File: config.mk
export PLATFORM = sky130hd
export DESIGN_NAME = upd7800_periph
export DESIGN_NICKNAME = d
export VERILOG_FILES = /design/src/upd7800_pkg.sv /design/src/int_ctrl.sv /design/src/int_sampler.sv /design/src/io_ports.sv /design/src/spr_file.sv /design/src/timer_unit.sv /design/src/upd7800_periph.sv
export SDC_FILE = /design/constraint.sdc
export NUM_CORES = 1
export LEC_CHECK = 0
export BUFFER_PORTS_ARGS = -buffer_cell sky130_fd_sc_hd__buf_2
export CAP_MARGIN = 20
export CORE_UTILIZATION = 30
export CTS_BUF_LIST = sky130_fd_sc_hd__clkbuf_8
export CTS_CLUSTER_DIAMETER = 100
export DETAILED_ROUTE_END_ITERATION = 8
export MAX_ROUTING_LAYER = met4
export SYNTH_ARGS = -nofsm -noshare
export SYNTH_HDL_FRONTEND = slang
export SYNTH_SLANG_ARGS = --single-unit
File: constraint.sdc
create_clock -name CLK -period 2.2 [get_ports CLK]
set_input_delay 0.11 -clock CLK [delete_from_list [all_inputs] [get_ports CLK]]
set_output_delay 0.11 -clock CLK [all_outputs]
set_load 0.01 [all_outputs]
File: src/upd7800_pkg.sv
////////////////////////////////////////
// uPD7800 peripheral block definitions
// Widths, register selects, interrupt indices and bus structs
////////////////////////////////////////
`default_nettype none

package upd7800_pkg;

  // Widths
  localparam int data_w = 8;
  localparam int tm_w = 12;
  // Reload value plus the 3 prescaler bits
  localparam int tc_w = 15;
  localparam int div12_last = 11;
  localparam int int_vec_w = 4;

  // Special-register selects
  typedef enum logic [3:0] {
    SPR_PA  = 4'd0,
    SPR_PB  = 4'd1,
    SPR_PC  = 4'd2,
    SPR_MK  = 4'd3,
    SPR_MB  = 4'd4,
    SPR_MC  = 4'd5,
    SPR_TM0 = 4'd6,
    SPR_TM1 = 4'd7
  } spr_e;

  // Interrupt index, lowest index wins
  typedef enum logic [1:0] {
    INT_0 = 2'd0,
    INT_T = 2'd1,
    INT_1 = 2'd2,
    INT_2 = 2'd3
  } int_idx_e;

  // Vector bytes
  localparam logic [data_w-1:0] vec_int0 = 8'h04;
  localparam logic [data_w-1:0] vec_intt = 8'h08;
  localparam logic [data_w-1:0] vec_int1 = 8'h10;
  localparam logic [data_w-1:0] vec_int2 = 8'h20;

  // Port C bits 6 to 2, set bits are hard outputs
  localparam logic [4:0] pc_fixed_oe = 5'b11110;

  typedef struct packed {
    logic              we;
    spr_e              sel;
    logic [data_w-1:0] data;
  } spr_wr_t;

  typedef struct packed {
    logic [data_w-1:0] pa;
    logic [data_w-1:0] pb;
    logic [data_w-1:0] pb_oe;
    logic [data_w-1:0] pc;
    logic [data_w-1:0] pc_oe;
  } port_out_t;

  // Values seen by the core on a special-register read
  typedef struct packed {
    logic [data_w-1:0] pa;
    logic [data_w-1:0] pb;
    logic [data_w-1:0] pc;
    logic [data_w-1:0] mb;
    logic [data_w-1:0] mc;
  } port_rd_t;

endpackage

`default_nettype wire

File: src/int_ctrl.sv
////////////////////////////////////////
// Interrupt controller
// Pending, mask, fetch latch, priority and vector
////////////////////////////////////////
`default_nettype none

module int_ctrl (
  input  logic                              CLK,
  input  logic                              arst_n,
  input  logic                              cp1p,
  input  logic                              int0,
  input  logic                              int1,
  input  logic                              int2,
  input  logic                              tm_uf,
  input  logic [upd7800_pkg::data_w-1:0]    mk,
  input  logic                              ie,
  input  logic                              fetch_start,
  input  logic                              int_ack,
  input  upd7800_pkg::int_idx_e             irf_sel,
  input  logic                              irf_clr,
  output logic                              irf_hit,
  output logic                              int_req,
  output logic [upd7800_pkg::data_w-1:0]    int_vector
);

  import upd7800_pkg::*;

  logic [3:0]           div_cnt;
  logic                 tick;
  logic                 int1_edge;
  logic                 int2_edge;
  logic                 int2_pin;
  logic [int_vec_w-1:0] pend;
  logic [int_vec_w-1:0] latch;
  logic [int_vec_w-1:0] en;
  logic [int_vec_w-1:0] set_v;
  logic [int_vec_w-1:0] clr_v;
  logic [int_vec_w-1:0] ack_mask;
  logic [int_vec_w-1:0] irf_mask;
  int_idx_e             win_idx;
  logic [data_w-1:0]    win_vec;

  ////////////////////////////////////////
  // Divide-by-12 sampling tick

  always_ff @(posedge CLK or negedge arst_n) begin
    if (!arst_n) begin
      div_cnt <= 4'd0;
    end else if (cp1p) begin
      div_cnt <= (div_cnt == 4'(div12_last)) ? 4'd0 : div_cnt + 4'd1;
    end
  end

  assign tick = cp1p & (div_cnt == 4'(div12_last));

  // MK bit 5 picks the INT2 edge, 0 means falling
  assign int2_pin = int2 ^ ~mk[5];

  int_sampler u_int1 (
    .CLK       (CLK),
    .arst_n    (arst_n),
    .tick      (tick),
    .pin       (int1),
    .edge_seen (int1_edge)
  );

  int_sampler u_int2 (
    .CLK       (CLK),
    .arst_n    (arst_n),
    .tick      (tick),
    .pin       (int2_pin),
    .edge_seen (int2_edge)
  );

  ////////////////////////////////////////
  // Pending and fetch latch

  // Mask bits line up with the index order
  assign en = {int_vec_w{ie}} & ~mk[int_vec_w-1:0];

  always_comb begin
    win_idx = INT_0;
    for (int i = int_vec_w - 1; i >= 0; i--) begin
      if (latch[i]) begin
        win_idx = int_idx_e'(i);
      end
    end
  end

  assign ack_mask = (int_ack & int_req) ? (int_vec_w'(1) << win_idx) : '0;
  assign irf_mask = irf_clr ? (int_vec_w'(1) << irf_sel) : '0;

  always_comb begin
    set_v = '0;
    set_v[INT_0] = int0 & ~pend[INT_0];
    set_v[INT_T] = tm_uf;
    set_v[INT_1] = int1_edge;
    set_v[INT_2] = int2_edge;
    clr_v = ack_mask | irf_mask;
    // INT0 is a level source
    clr_v[INT_0] = clr_v[INT_0] | ~int0;
  end

  always_ff @(posedge CLK or negedge arst_n) begin
    if (!arst_n) begin
      pend  <= '0;
      latch <= '0;
    end else begin
      pend <= (pend & ~clr_v) | set_v;
      if (fetch_start) begin
        latch <= pend & en;
      end else begin
        latch <= latch & ~ack_mask;
      end
    end
  end

  ////////////////////////////////////////
  // Vector and flag test

  always_comb begin
    unique case (win_idx)
      INT_0:   win_vec = vec_int0;
      INT_T:   win_vec = vec_intt;
      INT_1:   win_vec = vec_int1;
      default: win_vec = vec_int2;
    endcase
  end

  assign int_req    = |latch;
  assign int_vector = int_req ? win_vec : '0;
  assign irf_hit    = pend[irf_sel];

endmodule

`default_nettype wire

File: src/int_sampler.sv
////////////////////////////////////////
// Edge interrupt pin sampler
// Glitch filter on the divide-by-12 tick
////////////////////////////////////////
`default_nettype none

module int_sampler (
  input  logic CLK,
  input  logic arst_n,
  input  logic tick,
  input  logic pin,
  output logic edge_seen
);

  // Oldest sample in bit 3
  logic [3:0] hist;

  always_ff @(posedge CLK or negedge arst_n) begin
    if (!arst_n) begin
      hist <= 4'b0000;
    end else if (tick) begin
      hist <= {hist[2:0], pin};
    end
  end

  // One low then three highs
  assign edge_seen = tick & (hist == 4'b0111);

endmodule

`default_nettype wire

File: src/io_ports.sv
////////////////////////////////////////
// Ports A, B and C
// Output latches, mode registers and read-back
////////////////////////////////////////
`default_nettype none

module io_ports (
  input  logic                           CLK,
  input  logic                           arst_n,
  input  upd7800_pkg::spr_wr_t           spr_wr,
  input  logic [upd7800_pkg::data_w-1:0] pb_in,
  input  logic [upd7800_pkg::data_w-1:0] pc_in,
  output upd7800_pkg::port_out_t         port_out,
  output upd7800_pkg::port_rd_t          port_rd
);

  import upd7800_pkg::*;

  logic [data_w-1:0] pa;
  logic [data_w-1:0] pb;
  logic [data_w-1:0] pc;
  logic [data_w-1:0] mb;
  logic [data_w-1:0] mc;
  logic [data_w-1:0] pb_oe;
  logic [data_w-1:0] pc_oe;

  always_ff @(posedge CLK or negedge arst_n) begin
    if (!arst_n) begin
      pa <= '0;
      pb <= '0;
      pc <= '0;
      mb <= '1;
      mc <= '1;
    end else if (spr_wr.we) begin
      case (spr_wr.sel)
        SPR_PA:  pa <= spr_wr.data;
        SPR_PB:  pb <= spr_wr.data;
        SPR_PC:  pc <= spr_wr.data;
        SPR_MB:  mb <= spr_wr.data;
        SPR_MC:  mc <= spr_wr.data;
        default: ;
      endcase
    end
  end

  // Mode bit 1 means input
  assign pb_oe = ~mb;
  // Only bits 7, 1 and 0 of port C follow MC
  assign pc_oe = {~mc[7], pc_fixed_oe, ~mc[1:0]};

  assign port_out = '{pa: pa, pb: pb, pb_oe: pb_oe, pc: pc, pc_oe: pc_oe};

  // Pins for inputs, latch for outputs
  assign port_rd.pa = pa;
  assign port_rd.pb = (pb_in & ~pb_oe) | (pb & pb_oe);
  assign port_rd.pc = (pc_in & ~pc_oe) | (pc & pc_oe);
  assign port_rd.mb = mb;
  assign port_rd.mc = mc;

endmodule

`default_nettype wire

File: src/spr_file.sv
////////////////////////////////////////
// Special-register file
// Interrupt mask and read mux
////////////////////////////////////////
`default_nettype none

module spr_file (
  input  logic                           CLK,
  input  logic                           arst_n,
  input  upd7800_pkg::spr_wr_t           spr_wr,
  input  upd7800_pkg::spr_e              spr_rd_sel,
  input  upd7800_pkg::port_rd_t          port_rd,
  input  logic [upd7800_pkg::tm_w-1:0]   tm_value,
  output logic [upd7800_pkg::data_w-1:0] mk,
  output logic [upd7800_pkg::data_w-1:0] spr_rd_data
);

  import upd7800_pkg::*;

  logic [data_w-1:0] mk_q;

  // All sources masked out of reset
  always_ff @(posedge CLK or negedge arst_n) begin
    if (!arst_n) begin
      mk_q <= '1;
    end else if (spr_wr.we && (spr_wr.sel == SPR_MK)) begin
      mk_q <= spr_wr.data;
    end
  end

  assign mk = mk_q;

  ////////////////////////////////////////
  // Read mux

  always_comb begin
    case (spr_rd_sel)
      SPR_PA:  spr_rd_data = port_rd.pa;
      SPR_PB:  spr_rd_data = port_rd.pb;
      SPR_PC:  spr_rd_data = port_rd.pc;
      SPR_MK:  spr_rd_data = mk_q;
      SPR_MB:  spr_rd_data = port_rd.mb;
      SPR_MC:  spr_rd_data = port_rd.mc;
      SPR_TM0: spr_rd_data = tm_value[7:0];
      // Upper reload nibble, zeros above
      SPR_TM1: spr_rd_data = {4'b0000, tm_value[tm_w-1:8]};
      default: spr_rd_data = '0;
    endcase
  end

endmodule

`default_nettype wire

File: src/timer_unit.sv
////////////////////////////////////////
// 12-bit reloadable timer
// Down-counter with a /8 prescaler
////////////////////////////////////////
`default_nettype none

module timer_unit (
  input  logic                           CLK,
  input  logic                           arst_n,
  input  logic                           cp2n,
  input  logic                           stm,
  input  upd7800_pkg::spr_wr_t           spr_wr,
  output logic [upd7800_pkg::tm_w-1:0]   tm_value,
  output logic                           tm_uf
);

  import upd7800_pkg::*;

  logic [tm_w-1:0] tm;
  // Low 3 bits act as the prescaler
  logic [tc_w-1:0] tc;
  logic [tc_w-1:0] tc_reload;

  // Reload register, written a byte at a time
  always_ff @(posedge CLK or negedge arst_n) begin
    if (!arst_n) begin
      tm <= '1;
    end else if (spr_wr.we) begin
      case (spr_wr.sel)
        SPR_TM0: tm[7:0] <= spr_wr.data;
        SPR_TM1: tm[tm_w-1:8] <= spr_wr.data[3:0];
        default: ;
      endcase
    end
  end

  assign tc_reload = {tm, 3'b111};
  assign tm_uf     = cp2n & (tc == '0);

  always_ff @(posedge CLK or negedge arst_n) begin
    if (!arst_n) begin
      tc <= '1;
    end else if (stm || tm_uf) begin
      // Restart also clears the prescaler
      tc <= tc_reload;
    end else if (cp2n) begin
      tc <= tc - 1'b1;
    end
  end

  assign tm_value = tm;

endmodule

`default_nettype wire

File: src/upd7800_periph.sv
////////////////////////////////////////
// uPD7800 on-chip peripheral block
////////////////////////////////////////
`default_nettype none

module upd7800_periph (
  input  logic                           CLK,
  input  logic                           arst_n,
  input  upd7800_pkg::spr_wr_t           spr_wr,
  input  upd7800_pkg::spr_e              spr_rd_sel,
  input  logic                           cp1p,
  input  logic                           cp2n,
  input  logic                           ie,
  input  logic                           fetch_start,
  input  logic                           int_ack,
  input  logic                           stm,
  input  upd7800_pkg::int_idx_e          irf_sel,
  input  logic                           irf_clr,
  input  logic                           int0,
  input  logic                           int1,
  input  logic                           int2,
  input  logic [upd7800_pkg::data_w-1:0] pb_in,
  input  logic [upd7800_pkg::data_w-1:0] pc_in,
  output upd7800_pkg::port_out_t         port_out,
  output logic [upd7800_pkg::data_w-1:0] spr_rd_data,
  output logic                           int_req,
  output logic [upd7800_pkg::data_w-1:0] int_vector,
  output logic                           irf_hit
);

  import upd7800_pkg::*;

  logic              tm_uf;
  logic [data_w-1:0] mk;
  logic [tm_w-1:0]   tm_value;
  port_rd_t          port_rd;

  int_ctrl u_int_ctrl (
    .CLK         (CLK),
    .arst_n      (arst_n),
    .cp1p        (cp1p),
    .int0        (int0),
    .int1        (int1),
    .int2        (int2),
    .tm_uf       (tm_uf),
    .mk          (mk),
    .ie          (ie),
    .fetch_start (fetch_start),
    .int_ack     (int_ack),
    .irf_sel     (irf_sel),
    .irf_clr     (irf_clr),
    .irf_hit     (irf_hit),
    .int_req     (int_req),
    .int_vector  (int_vector)
  );

  timer_unit u_timer (
    .CLK      (CLK),
    .arst_n   (arst_n),
    .cp2n     (cp2n),
    .stm      (stm),
    .spr_wr   (spr_wr),
    .tm_value (tm_value),
    .tm_uf    (tm_uf)
  );

  io_ports u_io_ports (
    .CLK      (CLK),
    .arst_n   (arst_n),
    .spr_wr   (spr_wr),
    .pb_in    (pb_in),
    .pc_in    (pc_in),
    .port_out (port_out),
    .port_rd  (port_rd)
  );

  spr_file u_spr_file (
    .CLK         (CLK),
    .arst_n      (arst_n),
    .spr_wr      (spr_wr),
    .spr_rd_sel  (spr_rd_sel),
    .port_rd     (port_rd),
    .tm_value    (tm_value),
    .mk          (mk),
    .spr_rd_data (spr_rd_data)
  );

endmodule

`default_nettype wire

==> results of run 1 <==
[flip-flops by register name, summed over array words and instances, names as in the netlist]
name / count
u_io_ports.pa: 8
u_timer.tm_value: 12
u_timer.tc: 15
u_io_ports.pc: 8
u_io_ports.mb: 8
u_int_ctrl.pend: 4
u_int_ctrl.u_int2.hist: 4
u_int_ctrl.u_int1.hist: 4
u_io_ports.mc: 8
u_spr_file.mk: 8
u_int_ctrl.div_cnt: 4
u_io_ports.pb: 8
u_int_ctrl.latch: 4
[final cells by class]
class,count,area [um^2]
repair buffers,108,608
clock inverters,5,23.8
clock buffers,11,151
diodes,1,2.50
flip-flops and latches,95,2440
well taps,216,270
multi-input cells,290,2320
inverters,18,67.6
fillers,1656,10200
[path summary, 6_finish.rpt]
| check | endpoint | slack (ns) | depth (start not counted) |
|---|---|---|---|
| setup / recovery | u_timer.tc[12]$_DFFE_PN1P_ | 0.29 | 4 |
| hold / removal | u_io_ports.mc[7]$_DFFE_PN1P_ | 0.02 | 3 |
| setup reg to reg | u_timer.tc[12]$_DFFE_PN1P_ | 0.29 | 4 |
| hold reg to reg | u_int_ctrl.pend[0]$_DFF_PN0_ | 0.51 | 1 |
| max in group asynchronous | u_io_ports.mc[7]$_DFFE_PN1P_ | 1.16 | 3 |
| min in group asynchronous | u_int_ctrl.latch[3]$_DFF_PN0_ | 0.29 | 2 |
[per-stage QoR]
stage	setup WS, ns	util, %	cell area, um^2
after detailed placement	0.314	35.2	5670
final	0.293	36.5	5890
after CTS	0.302	36.5	5880
after floorplan	0.338	-	5050
after global routing	0.144	36.5	5890
after global placement	0.360	35.2	5670
[tightest hold or removal path, cell delays in order]
cell,delay [ns]
buf_2,0.14
nand2_1,0.06
o21ai_0,0.07
[cell usage in the layout (no fill, tap or decap), drive strengths merged, types with 3 or more instances in the layout]
| master | Yosys | final |
|---|---|---|
| a21o | 5 | 5 |
| a21oi | 10 | 10 |
| a32oi | 3 | 3 |
| and2 | 3 | 3 |
| buf | 23 | 104 |
| clkbuf | 13 | 11 |
| conb | 2 | 9 |
| dfrtp | 44 | 44 |
| dfstp | 51 | 51 |
| dlygate4sd3 | 0 | 4 |
| ha | 3 | 3 |
| inv | 18 | 21 |
| mux2 | 77 | 77 |
| mux2i | 4 | 4 |
| nand2 | 34 | 34 |
| nand2b | 6 | 6 |
| nand3 | 6 | 6 |
| nand3b | 4 | 4 |
| nand4 | 4 | 4 |
| nand4b | 9 | 9 |
| nor2 | 11 | 11 |
| nor2b | 6 | 6 |
| nor3 | 5 | 5 |
| nor3b | 8 | 8 |
| nor4b | 3 | 3 |
| nor4bb | 3 | 3 |
| o2111ai | 3 | 3 |
| o211ai | 4 | 4 |
| o21ai | 20 | 20 |
| o22ai | 3 | 3 |
| or3 | 3 | 3 |
| xnor2 | 11 | 11 |
| xor2 | 4 | 4 |
[cells by family (layout without fill, tap and decap cells)]
group,after synthesis,count (layout),synth area share (%)
DFF,95,95,48.6
buffers and inverters,54,142,5.76
other,2,10,0.150
and+or+nand+nor,111,111,13.1
muxes,83,83,19.4
xor gates and xnor gates,15,15,2.62
AOI/OAI and AO/OA,69,69,9.55
adders and majority gates,3,3,0.748
[power breakdown]
part	switching, mW	total, mW	internal [mW]
clock network	0.594	1.06	0.462
registers	0.380	2.70	2.32
logic	0.585	1.27	0.682
total	1.56	5.02	3.46
[what timing repair did]
| item | CTS | global route |
|---|---|---|
| hold endpoints to repair | 33 | 0 |
| hold buffers | 4 | 0 |
| setup endpoints to repair | 0 | 0 |
[routing by layer]
layer / vias up / wire length, um / GRT usage, % / share of wire [%]
met5: - / 0 / - / 0
met4: 0 / 267 / 5.75 / 2.1
met3: 14 / 382 / 2.39 / 3.1
met2: 87 / 5750 / 23.5 / 46
met1: 1832 / 6110 / 20.1 / 49
li1: 1715 / - / - / -
==> key figures, run 1 <==
STA
  • Hold Vio Cnt, Final: 0
  • Worst slew margin: between 50% and 60%
  • Setup violators final: 0
  • Min Hold Slack: roughly 0.022 ns
  • RSZ-0062 raised after global routing: false
  • Max-slew violation count: 0
  • TNS Setup: 0 ns
  • Fin Clk Skew: between 0.01 and 0.015 ns
  • Crit share post-route: 86.7%
  • Slew @ Worst Pin: slightly above 0.6 ns
  • Fin crit period: ~1.9 ns
  • F_max: ~0.52 GHz

Power
  • Leakage: 2.57 nW
  • Pwr dens: 853 nW/um^2
  • Total power draw: between 5 and 6 mW
  • VDD IR max: roughly 0.38 mV

Drt
  • Avg WL per Cell: 16.8 um
  • 1st-iter DRT viols: 202
  • Detailed-route vias per instance: approximately 4.9
  • Post-route ant nets: 0
  • DRC Markers: 0
  • TritonRoute pass-1 iters: 4
  • Final WL: about 13 mm
  • Vias post-DR: 3,648

Run status
  • Outcome: finished, final reports clean

Placement
  • Gpl congestion: ~0.86
  • Post-DP HPWL: between 9 and 10 mm
  • Port bufs: just over 90
  • Placed cell count: between 700 and 800

Clocking
  • Worst-Skew Late Latency: 0.37 ns
  • CTS Root Cell: clkbuf_8
  • Clock Sinks: 95
  • H-tree depth: 3
  • Reg clk slew, reported paths: about 0.090 ns
  • CTS tree: done
  • Num CTS Buffers: 9
  • CTS Buffer Depth: 2
  • Setup Buffers After CTS: 0
  • Post-CTS Resized: 0

Logic synthesis
  • Yosys cell types: between 60 and 70
  • Cell count after synthesis: between 400 and 500
  • Post-synth EDFFs: 0
  • Top cells by area, synth: dfstp_2 (27%), dfrtp_1 (22%), mux2_2 (14%)
  • Most frequent cell after synthesis: mux2_2
  • Synth area leader: dfstp_2
  • Sequential fraction of the synthesis area: between 40% and 50%
  • #FFs+latches synth: 95
  • Most frequent cells after synthesis: mux2_2 (63), dfstp_2 (51), dfrtp_1 (44)
  • Synthesized area: around 5000 um^2
  • YS warnings: 0
  • Syn avg cell area: 11.6 um^2
  • Ys async rst share: 100%
  • Synth top area share: a little over a quarter
  • Top FF cell, synth: dfstp_2

Floorplanning
  • Row cnt: 46
  • I/O pins: roughly 110
  • Die Wd: roughly 130 um
  • Initial Util: between 30 and 40%
  • Core Area: approximately 16,000 um^2
  • Die height: ~130 um
  • Total die area: about 17,000 um^2

Critical path
  • Crit Path Category: reg2reg
  • Worst path max stage delay: 0.56 ns
  • Critical-path cell list: nor4_2 -> nand2_2 -> o41a_4 -> mux2_1
  • Type of origin of the critical path: flop
  • Worst-path maximum fanout: 15
  • CP top delay family: compound AO/OA/AOI/OAI gates
  • Setup crit start: u_timer.tc[11]$_DFFE_PN1P_
  • Setup crit end kind: flop
  • WP data required: 2.50 ns
  • RR Startpoint: u_timer.tc[11]$_DFFE_PN1P_
  • CP max-delay cell: o41a_4
  • WP buf/inv: 0
  • WP data arrival: 2.20 ns

Global routing
  • Initial antenna violation count: 1
  • First-pass GRT wire length: about 20 mm
  • Total grt overflow: 0
  • Number of global-route vias before repair: about 3,700
  • Largest net degree at the start of global routing: between 50 and 60
  • GRT Overall Usage: between 10% and 20%

Layout
  • Final #Nets: around 570
  • Post-route insts no fill: roughly 740
  • Synth-to-layout area growth: 17.3%
  • Share of cells above drive strength 1: between 40 and 50%

Worst hold path
  • Min-delay worst type: in2reg
  • Hold Crit Start: spr_wr[7]

Job
  • Max-cap violations: 0
Note: power is estimated with default switching activity, not from simulation.
==> inputs of run 2 (changes only) <==
--- a/config.mk
+++ b/config.mk
@@ -9,9 +9,10 @@
 export CAP_MARGIN = 20
 export CORE_UTILIZATION = 30
 export CTS_BUF_LIST = sky130_fd_sc_hd__clkbuf_8
-export CTS_CLUSTER_DIAMETER = 100
+export CTS_CLUSTER_DIAMETER = 60
 export DETAILED_ROUTE_END_ITERATION = 8
 export MAX_ROUTING_LAYER = met4
 export SYNTH_ARGS = -nofsm -noshare
 export SYNTH_HDL_FRONTEND = slang
+export SYNTH_HIERARCHICAL = 1
 export SYNTH_SLANG_ARGS = --single-unit
==> constraint.sdc (replaced) <==
create_clock -name CLK -period 2.2 [get_ports CLK]
set_input_delay 0.11 -clock CLK [delete_from_list [all_inputs] [get_ports CLK]]
set_output_delay 0.11 -clock CLK [all_outputs]
set_load 0.02 [all_outputs]
==> key figures, run 2 <==
STA
  • Fin crit period: about 2.1 ns
  • Slew @ Worst Pin: 0.654 ns
  • Fin Clk Skew: 0.0130 ns
  • RSZ-0062 raised after global routing: false
  • Crit share post-route: 97.3%
  • Hold Vio Cnt, Final: 0
  • Setup violators final: 0
  • Worst Slack Setup Final: about 0.06 ns
  • Worst slew margin: between 50 and 60%
  • F_max: 0.467 GHz
  • Max-slew violation count: 0
  • Min Hold Slack: 0.0337 ns

Drt
  • TritonRoute pass-1 iters: 5
  • DRC Markers: 0
  • DRT met1 WL: 5.95 mm
  • 1st-iter DRT viols: approximately 290
  • Final WL: between 10 and 15 mm
  • Post-route ant nets: 0
  • Met2 Wirelength: between 6 and 7 mm
  • Avg WL per Cell: approximately 17 um
  • Detailed-route vias per instance: about 5
  • Met3 wire len: around 590 um
  • Top sig layer: met4
  • Vias post-DR: ~3,800

Power
  • Flop pwr share: between 50% and 60%
  • VDD IR max: 0.465 mV
  • Switching pwr: roughly 1.8 mW
  • Pwr dens: 870 nW/um^2
  • Sw Ratio: around 33%
  • Pint: around 3.6 mW
  • Leakage: roughly 2.7 nW
  • Clock power share: approximately 22%
  • Comb power frac: between 20% and 30%

Layout
  • Final #Nets: a little under 600
  • Final Util: approximately 36%
  • Synth-to-layout area growth: 15.5%
  • Commonest non-fill, non-tap cell in the layout: buf_2
  • Most frequent cells in the layout: buf_2 (90), mux2_2 (88), dfstp_2 (51)
  • Number of flip-flops under the largest register name: 15
  • Post-route insts no fill: approximately 760
  • Design area: just over 6000 um^2
  • Top reg by flops: u_timer/tc
  • Share of cells above drive strength 1: a little over half
  • # diodes: 0

Clocking
  • Num CTS Buffers: 9
  • Reg clk slew, reported paths: between 0.1 and 0.15 ns
  • Worst-Skew Late Latency: about 0.38 ns
  • Clock Sinks: 95
  • CTS Root Cell: clkbuf_8
  • CTS Buffer Depth: 2
  • CTS tree: done
  • H-tree depth: 3

Global routing
  • Initial antenna violation count: 0
  • Largest net degree at the start of global routing: 57
  • Number of global-route vias before repair: ~3,800
  • First-pass GRT wire length: ~20 mm
  • GRT Overall Usage: around 15%
  • Total grt overflow: 0

Placement
  • Placed instance area: 5880 um^2
  • Post-DP HPWL: just over 9 mm
  • Dpl ws: -0.0559 ns
  • Placed cell count: about 740
  • Port bufs: a little over 90
  • Gpl congestion: 0.858

Logic synthesis
  • Synthesized area: around 5300 um^2
  • Most frequent cell after synthesis: mux2_2
  • Top FF cell, synth: dfstp_2
  • Sequential fraction of the synthesis area: between 40% and 50%
  • Synth area leader: dfstp_2
  • Cell count after synthesis: 444
  • Most frequent cells after synthesis: mux2_2 (88), dfstp_2 (51), dfrtp_1 (44)
  • Synth top area share: 25.2%
  • Top cells by area, synth: dfstp_2 (25%), dfrtp_1 (21%), mux2_2 (19%)
  • Syn avg cell area: 12.0 um^2
  • #FFs+latches synth: between 90 and 100
  • Post-synth EDFFs: 0
  • Ys async rst share: 100%
  • Yosys cell types: 70
  • YS warnings: 6

Critical path
  • RR Startpoint: u_timer/tc[8]$_DFFE_PN1P_
  • Worst path max stage delay: about 0.55 ns
  • WP data arrival: approximately 2.5 ns
  • Setup crit end kind: flop
  • Internal reg-to-reg setup slack: about 0.06 ns
  • Critical-path cell list: or4_4 -> or4_4 -> o21ba_2 -> mux2_4
  • Type of origin of the critical path: flop
  • R2R depth: 4
  • FF-to-FF End: u_timer/tc[4]$_DFFE_PN1P_
  • Cell mode on critical path: or4_4
  • CP max-delay cell: or4_4
  • WP data required: 2.51 ns
  • Worst-path maximum fanout: 13
  • Crit Path Category: reg2reg

Run status
  • Outcome: finished, final reports clean

Floorplanning
  • Core Area: approximately 17,000 um^2
  • Die height: roughly 140 um
  • Total die area: about 18,000 um^2
  • Die Wd: ~140 um
  • Initial Util: 30.8%
  • Row cnt: 48
  • I/O pins: approximately 110

Job
  • Max-cap violations: 0

Worst hold path
  • Hold Crit Start: cp1p
  • Worst hold stages: 3
  • Min-delay worst type: in2reg
  • Hold Path Sink: u_int_ctrl/div_cnt[0]$_DFFE_PN0P_
==> run 2: metal layers <==
metal | up-vias | track usage (%)
met1 | 1915 | 19.3
met4 | 0 | 4.68
met2 | 108 | 23.1
li1 | 1749 | -
met5 | - | -
met3 | 8 | 3.33
==> run 2: cells by family after synthesis <==
family	synth area share (%)
and+or+nand+nor	15.1
other	0.211
muxes	21.7
buffers and inverters	7.05
xor gates and xnor gates	2.47
adders and majority gates	0.705
AOI/OAI and AO/OA	6.88
DFF	45.8
==> run 2: worst max-delay path by stage <==
stage                               from                         end  slack, ns  cells past startpoint
4_1_cts        u_timer/tc[8]$_DFFE_PN1P_   u_timer/tc[6]$_DFFE_PN1P_       0.05                      4
3_3_place_gp   u_timer/tc[8]$_DFFE_PN1P_   u_timer/tc[6]$_DFFE_PN1P_      -0.02                      4
5_1_grt        u_timer/tc[8]$_DFFE_PN1P_   u_timer/tc[6]$_DFFE_PN1P_      0.009                      4
3_5_place_dp   u_timer/tc[8]$_DFFE_PN1P_  u_timer/tc[13]$_DFFE_PN1P_      -0.06                      4
2_1_floorplan  u_timer/tc[8]$_DFFE_PN1P_  u_timer/tc[13]$_DFFE_PN1P_       0.07                      6
6_report       u_timer/tc[8]$_DFFE_PN1P_   u_timer/tc[4]$_DFFE_PN1P_       0.06                      4
==> run 2: area by class of cell <==
| type | count | area [um^2] |
|---|---|---|
| clock buffers | 9 | 124 |
| clock inverters | 7 | 78.8 |
| fillers | 1761 | 11100 |
| inverters | 21 | 78.8 |
| multi-input cells | 293 | 2530 |
| flip-flops and latches | 95 | 2440 |
| well taps | 225 | 282 |
| repair buffers | 108 | 616 |
==> run 2: what timing repair did <==
action | in CTS | in global routing
hold buffers | 6 | 1
buffers inserted | 0 | 0
setup endpoints to repair | 11 | 0
endpoints found under the hold margin | 37 | 1
resized for setup | 1 | 0
==> run 2: power by group through the flow <==
| stage | Sequential, mW | Combinational [mW] | Clock (mW) |
|---|---|---|---|
| global placement | 2.70 | 1.43 | 0 |
| detailed placement | 2.73 | 1.46 | 0 |
| global route | 2.77 | 1.59 | 1.31 |
| CTS | 2.70 | 1.48 | 1.24 |
| finish | 2.70 | 1.47 | 1.19 |
| floorplan | 2.73 | 1.00 | 0 |
==> run 2: worst max-delay path, delay by kind of cell (launching register included) <==
family	cells	cell delay, ns
multiplexers	1	0.34
AO/OA/AOI/OAI	1	0.35
AND/OR/NAND/NOR	2	0.98
flip-flops	1	0.40
==> run 2: per-stage QoR <==
| stage | total power [mW] | setup TNS (ns) |
|---|---|---|
| floorplan | 3.73 | 0 |
| global placement | 4.13 | -0.0879 |
| detailed placement | 4.19 | -0.453 |
| CTS | 5.41 | 0 |
| global route | 5.67 | 0 |
| finish | 5.35 | 0 |
==> inputs of run 3 (changes only) <==
--- a/config.mk
+++ b/config.mk
@@ -5,6 +5,7 @@
 export SDC_FILE = /design/constraint.sdc
 export NUM_CORES = 1
 export LEC_CHECK = 0
+export ABC_AREA = 1
 export BUFFER_PORTS_ARGS = -buffer_cell sky130_fd_sc_hd__buf_2
 export CAP_MARGIN = 20
 export CORE_UTILIZATION = 30
==> key figures, run 3 <==
Run status
  • Outcome: finished with violations
  • Failing checks: design-rule violations

Clocking
  • CTS Buffer Depth: 2
  • Setup Buffers After CTS: 0
  • H-tree depth: 3
  • Num CTS Buffers: 9
  • Clock Sinks: 95
  • Reg clk slew, reported paths: around 0.11 ns
  • CTS Root Cell: clkbuf_8
  • Post-CTS Resized: 0
  • CTS tree: done
  • Worst-Skew Late Latency: 0.39 ns

Logic synthesis
  • Synthesized area: ~5600 um^2
  • Syn avg cell area: about 7.4 um^2
  • Post-synth EDFFs: 0
  • Top FF cell, synth: dfstp_2
  • #FFs+latches synth: 95
  • Synth top area share: 23.8%
  • Synth area leader: dfstp_2
  • Most frequent cell after synthesis: nand2_1
  • Ys async rst share: between 90% and 100%
  • Most frequent cells after synthesis: nand2_1 (264), nand3_1 (90), inv_1 (78)
  • YS warnings: 6
  • Top cells by area, synth: dfstp_2 (24%), dfrtp_1 (20%), nand2_1 (18%)
  • Sequential fraction of the synthesis area: 43.3%
  • Cell count after synthesis: roughly 770
  • Yosys cell types: 33

Critical path
  • Worst-path maximum fanout: 4
  • Crit Path Category: reg2out
  • Critical-path cell list: inv_1 -> nand2_1 -> nand2_1 -> nand3_1 -> nand2_1 -> nor2_1 -> nand2_1 -> buf_2
  • Type of origin of the critical path: flop
  • R2R depth: 9
  • FF-to-FF End: u_timer/tc[9]$_DFFE_PN1P_
  • WP data arrival: about 1.7 ns
  • Cell mode on critical path: nand2_1
  • Worst path max stage delay: between 0.5 and 0.6 ns
  • Setup crit end kind: primary output
  • CP max-delay cell: dfstp_2
  • RR Startpoint: u_timer/tc[0]$_DFFE_PN1P_
  • WP data required: 2.09 ns
  • Setup crit start: u_io_ports/mb[7]$_DFFE_PN1P_
  • Internal reg-to-reg setup slack: 0.64 ns

Placement
  • Dpl ws: 0.649 ns
  • Post-DP HPWL: between 10 and 15 mm
  • Port bufs: 91
  • Gpl congestion: approximately 0.84
  • Placed instance area: 6180 um^2

Drt
  • Final WL: about 15 mm
  • Avg WL per Cell: 14.2 um
  • 1st-iter DRT viols: 390
  • Vias post-DR: between 5,000 and 6,000
  • Detailed-route vias per instance: 4.74
  • TritonRoute pass-1 iters: 7
  • DRC Markers: 5
  • Post-route ant nets: 0

Power
  • Switching pwr: about 2.0 mW
  • Pint: 3.23 mW
  • VDD IR max: 0.441 mV
  • Clock power share: a little over a fifth
  • Total power draw: about 5.2 mW
  • Leakage: between 3 and 4 nW
  • Flop pwr share: about 50%
  • Sw Ratio: about two fifths
  • Pwr dens: approximately 800 nW/um^2
  • Comb power frac: 27.8%

Layout
  • # diodes: 0
  • Share of cells above drive strength 1: between 20% and 30%
  • Final #Nets: 900
  • Number of flip-flops under the largest register name: 15
  • Most frequent cells in the layout: nand2_1 (264), buf_2 (90), nand3_1 (90)
  • Top reg by flops: u_timer/tc
  • Synth-to-layout area growth: 14.2%
  • Final Util: between 30 and 40%
  • Design area: 6440 um^2
  • Commonest non-fill, non-tap cell in the layout: nand2_1

Global routing
  • First-pass GRT wire length: 25.2 mm
  • Initial antenna violation count: 0
  • Total grt overflow: 0
  • Largest net degree at the start of global routing: between 40 and 50
  • Number of global-route vias before repair: 4,809
  • GRT Overall Usage: between 10% and 20%

STA
  • Fin Clk Skew: approximately 0.0097 ns
  • Worst slew margin: a little over half
  • Max-slew violation count: 0
  • Hold Vio Cnt, Final: 0
  • Slew @ Worst Pin: just over 0.7 ns
  • Worst Slack Setup Final: 0.390 ns
  • Setup violators final: 0
  • Crit share post-route: between 80% and 90%
  • RSZ-0062 raised after global routing: false
  • TNS Setup: 0 ns
  • Fin crit period: approximately 1.8 ns
  • F_max: approximately 0.55 GHz

Job
  • Max-cap violations: 0

Worst hold path
  • Min-delay worst type: in2reg
  • Hold Path Sink: u_io_ports/mb[6]$_DFFE_PN1P_
  • Hold Crit Start: spr_wr[6]
  • Worst hold stages: 3

Floorplanning
  • Row cnt: 49
  • Die Wd: between 100 and 150 um
  • I/O pins: between 100 and 150
  • Initial Util: 31.0%
  • Core Area: 18,200 um^2
  • Total die area: about 19,000 um^2
  • Die height: roughly 140 um
[run 3: layer usage]
metal	wire, um	part of all wire (%)	GRT usage [%]
met1	7550	49	23.4
met2	6900	45	25.5
met3	818	5.3	3.31
met4	147	0.95	4.56
met5	0	0	-
[run 3: through the flow]
| stage | cells | hold slack [ns] |
|---|---|---|
| after floorplan | 772 | -0.186 |
| after global placement | 1060 | 0.0994 |
| after detailed placement | 1060 | 0.107 |
| after CTS | 1084 | 0.00965 |
| after global routing | 1084 | 0.0183 |
| final | 1084 | 0.0275 |
[run 3: final cells by class]
cell class	instances	area, um^2
Inverter	82	308
Multi-Input combinational cell	550	2580
Timing Repair Buffer	112	648
Tap cell	229	287
Clock inverter	7	57.6
Clock buffer	9	124
Sequential cell	95	2440
Fill cell	1936	11800
[run 3: how the worst max path moves through the flow]
stage	to	slack, ns
2_1_floorplan	u_timer/tc[10]$_DFFE_PN1P_	0.78
3_3_place_gp	u_timer/tc[6]$_DFFE_PN1P_	0.66
3_5_place_dp	u_timer/tc[6]$_DFFE_PN1P_	0.65
4_1_cts	spr_rd_data[3]	0.37
5_1_grt	spr_rd_data[3]	0.29
6_report	spr_rd_data[7]	0.39
[run 3: cell families after synthesis]
family                     synth area share (%)
and+or+nand+nor                            38.5
buffers and inverters                      11.4
DFF                                        43.3
AOI/OAI and AO/OA                          3.64
xor gates and xnor gates                   1.24
muxes                                     0.998
adders and majority gates                 0.665
other                                     0.200
[run 3: worst max-delay path: cells and delay by family, from the launching register on]
family                 cells  cell delay, ns
buffers and inverters      2            0.23
DFF                        1            0.59
and+or+nand+nor            6            0.49
[run 3: timing repair]
item                                   in CTS  in global routing
setup endpoints to repair                   0                  0
hold buffers                                8                  0
endpoints found under the hold margin      15                  0
[run 3: power groups by stage]
stage | clock network, mW | logic [mW] | registers, mW
6_report | 1.11 | 1.46 | 2.67
3_3_place_gp | 0 | 1.42 | 2.70
2_1_floorplan | 0 | 0.984 | 2.69
3_5_place_dp | 0 | 1.45 | 2.70
5_1_grt | 1.23 | 1.65 | 2.74
4_1_cts | 1.15 | 1.47 | 2.68
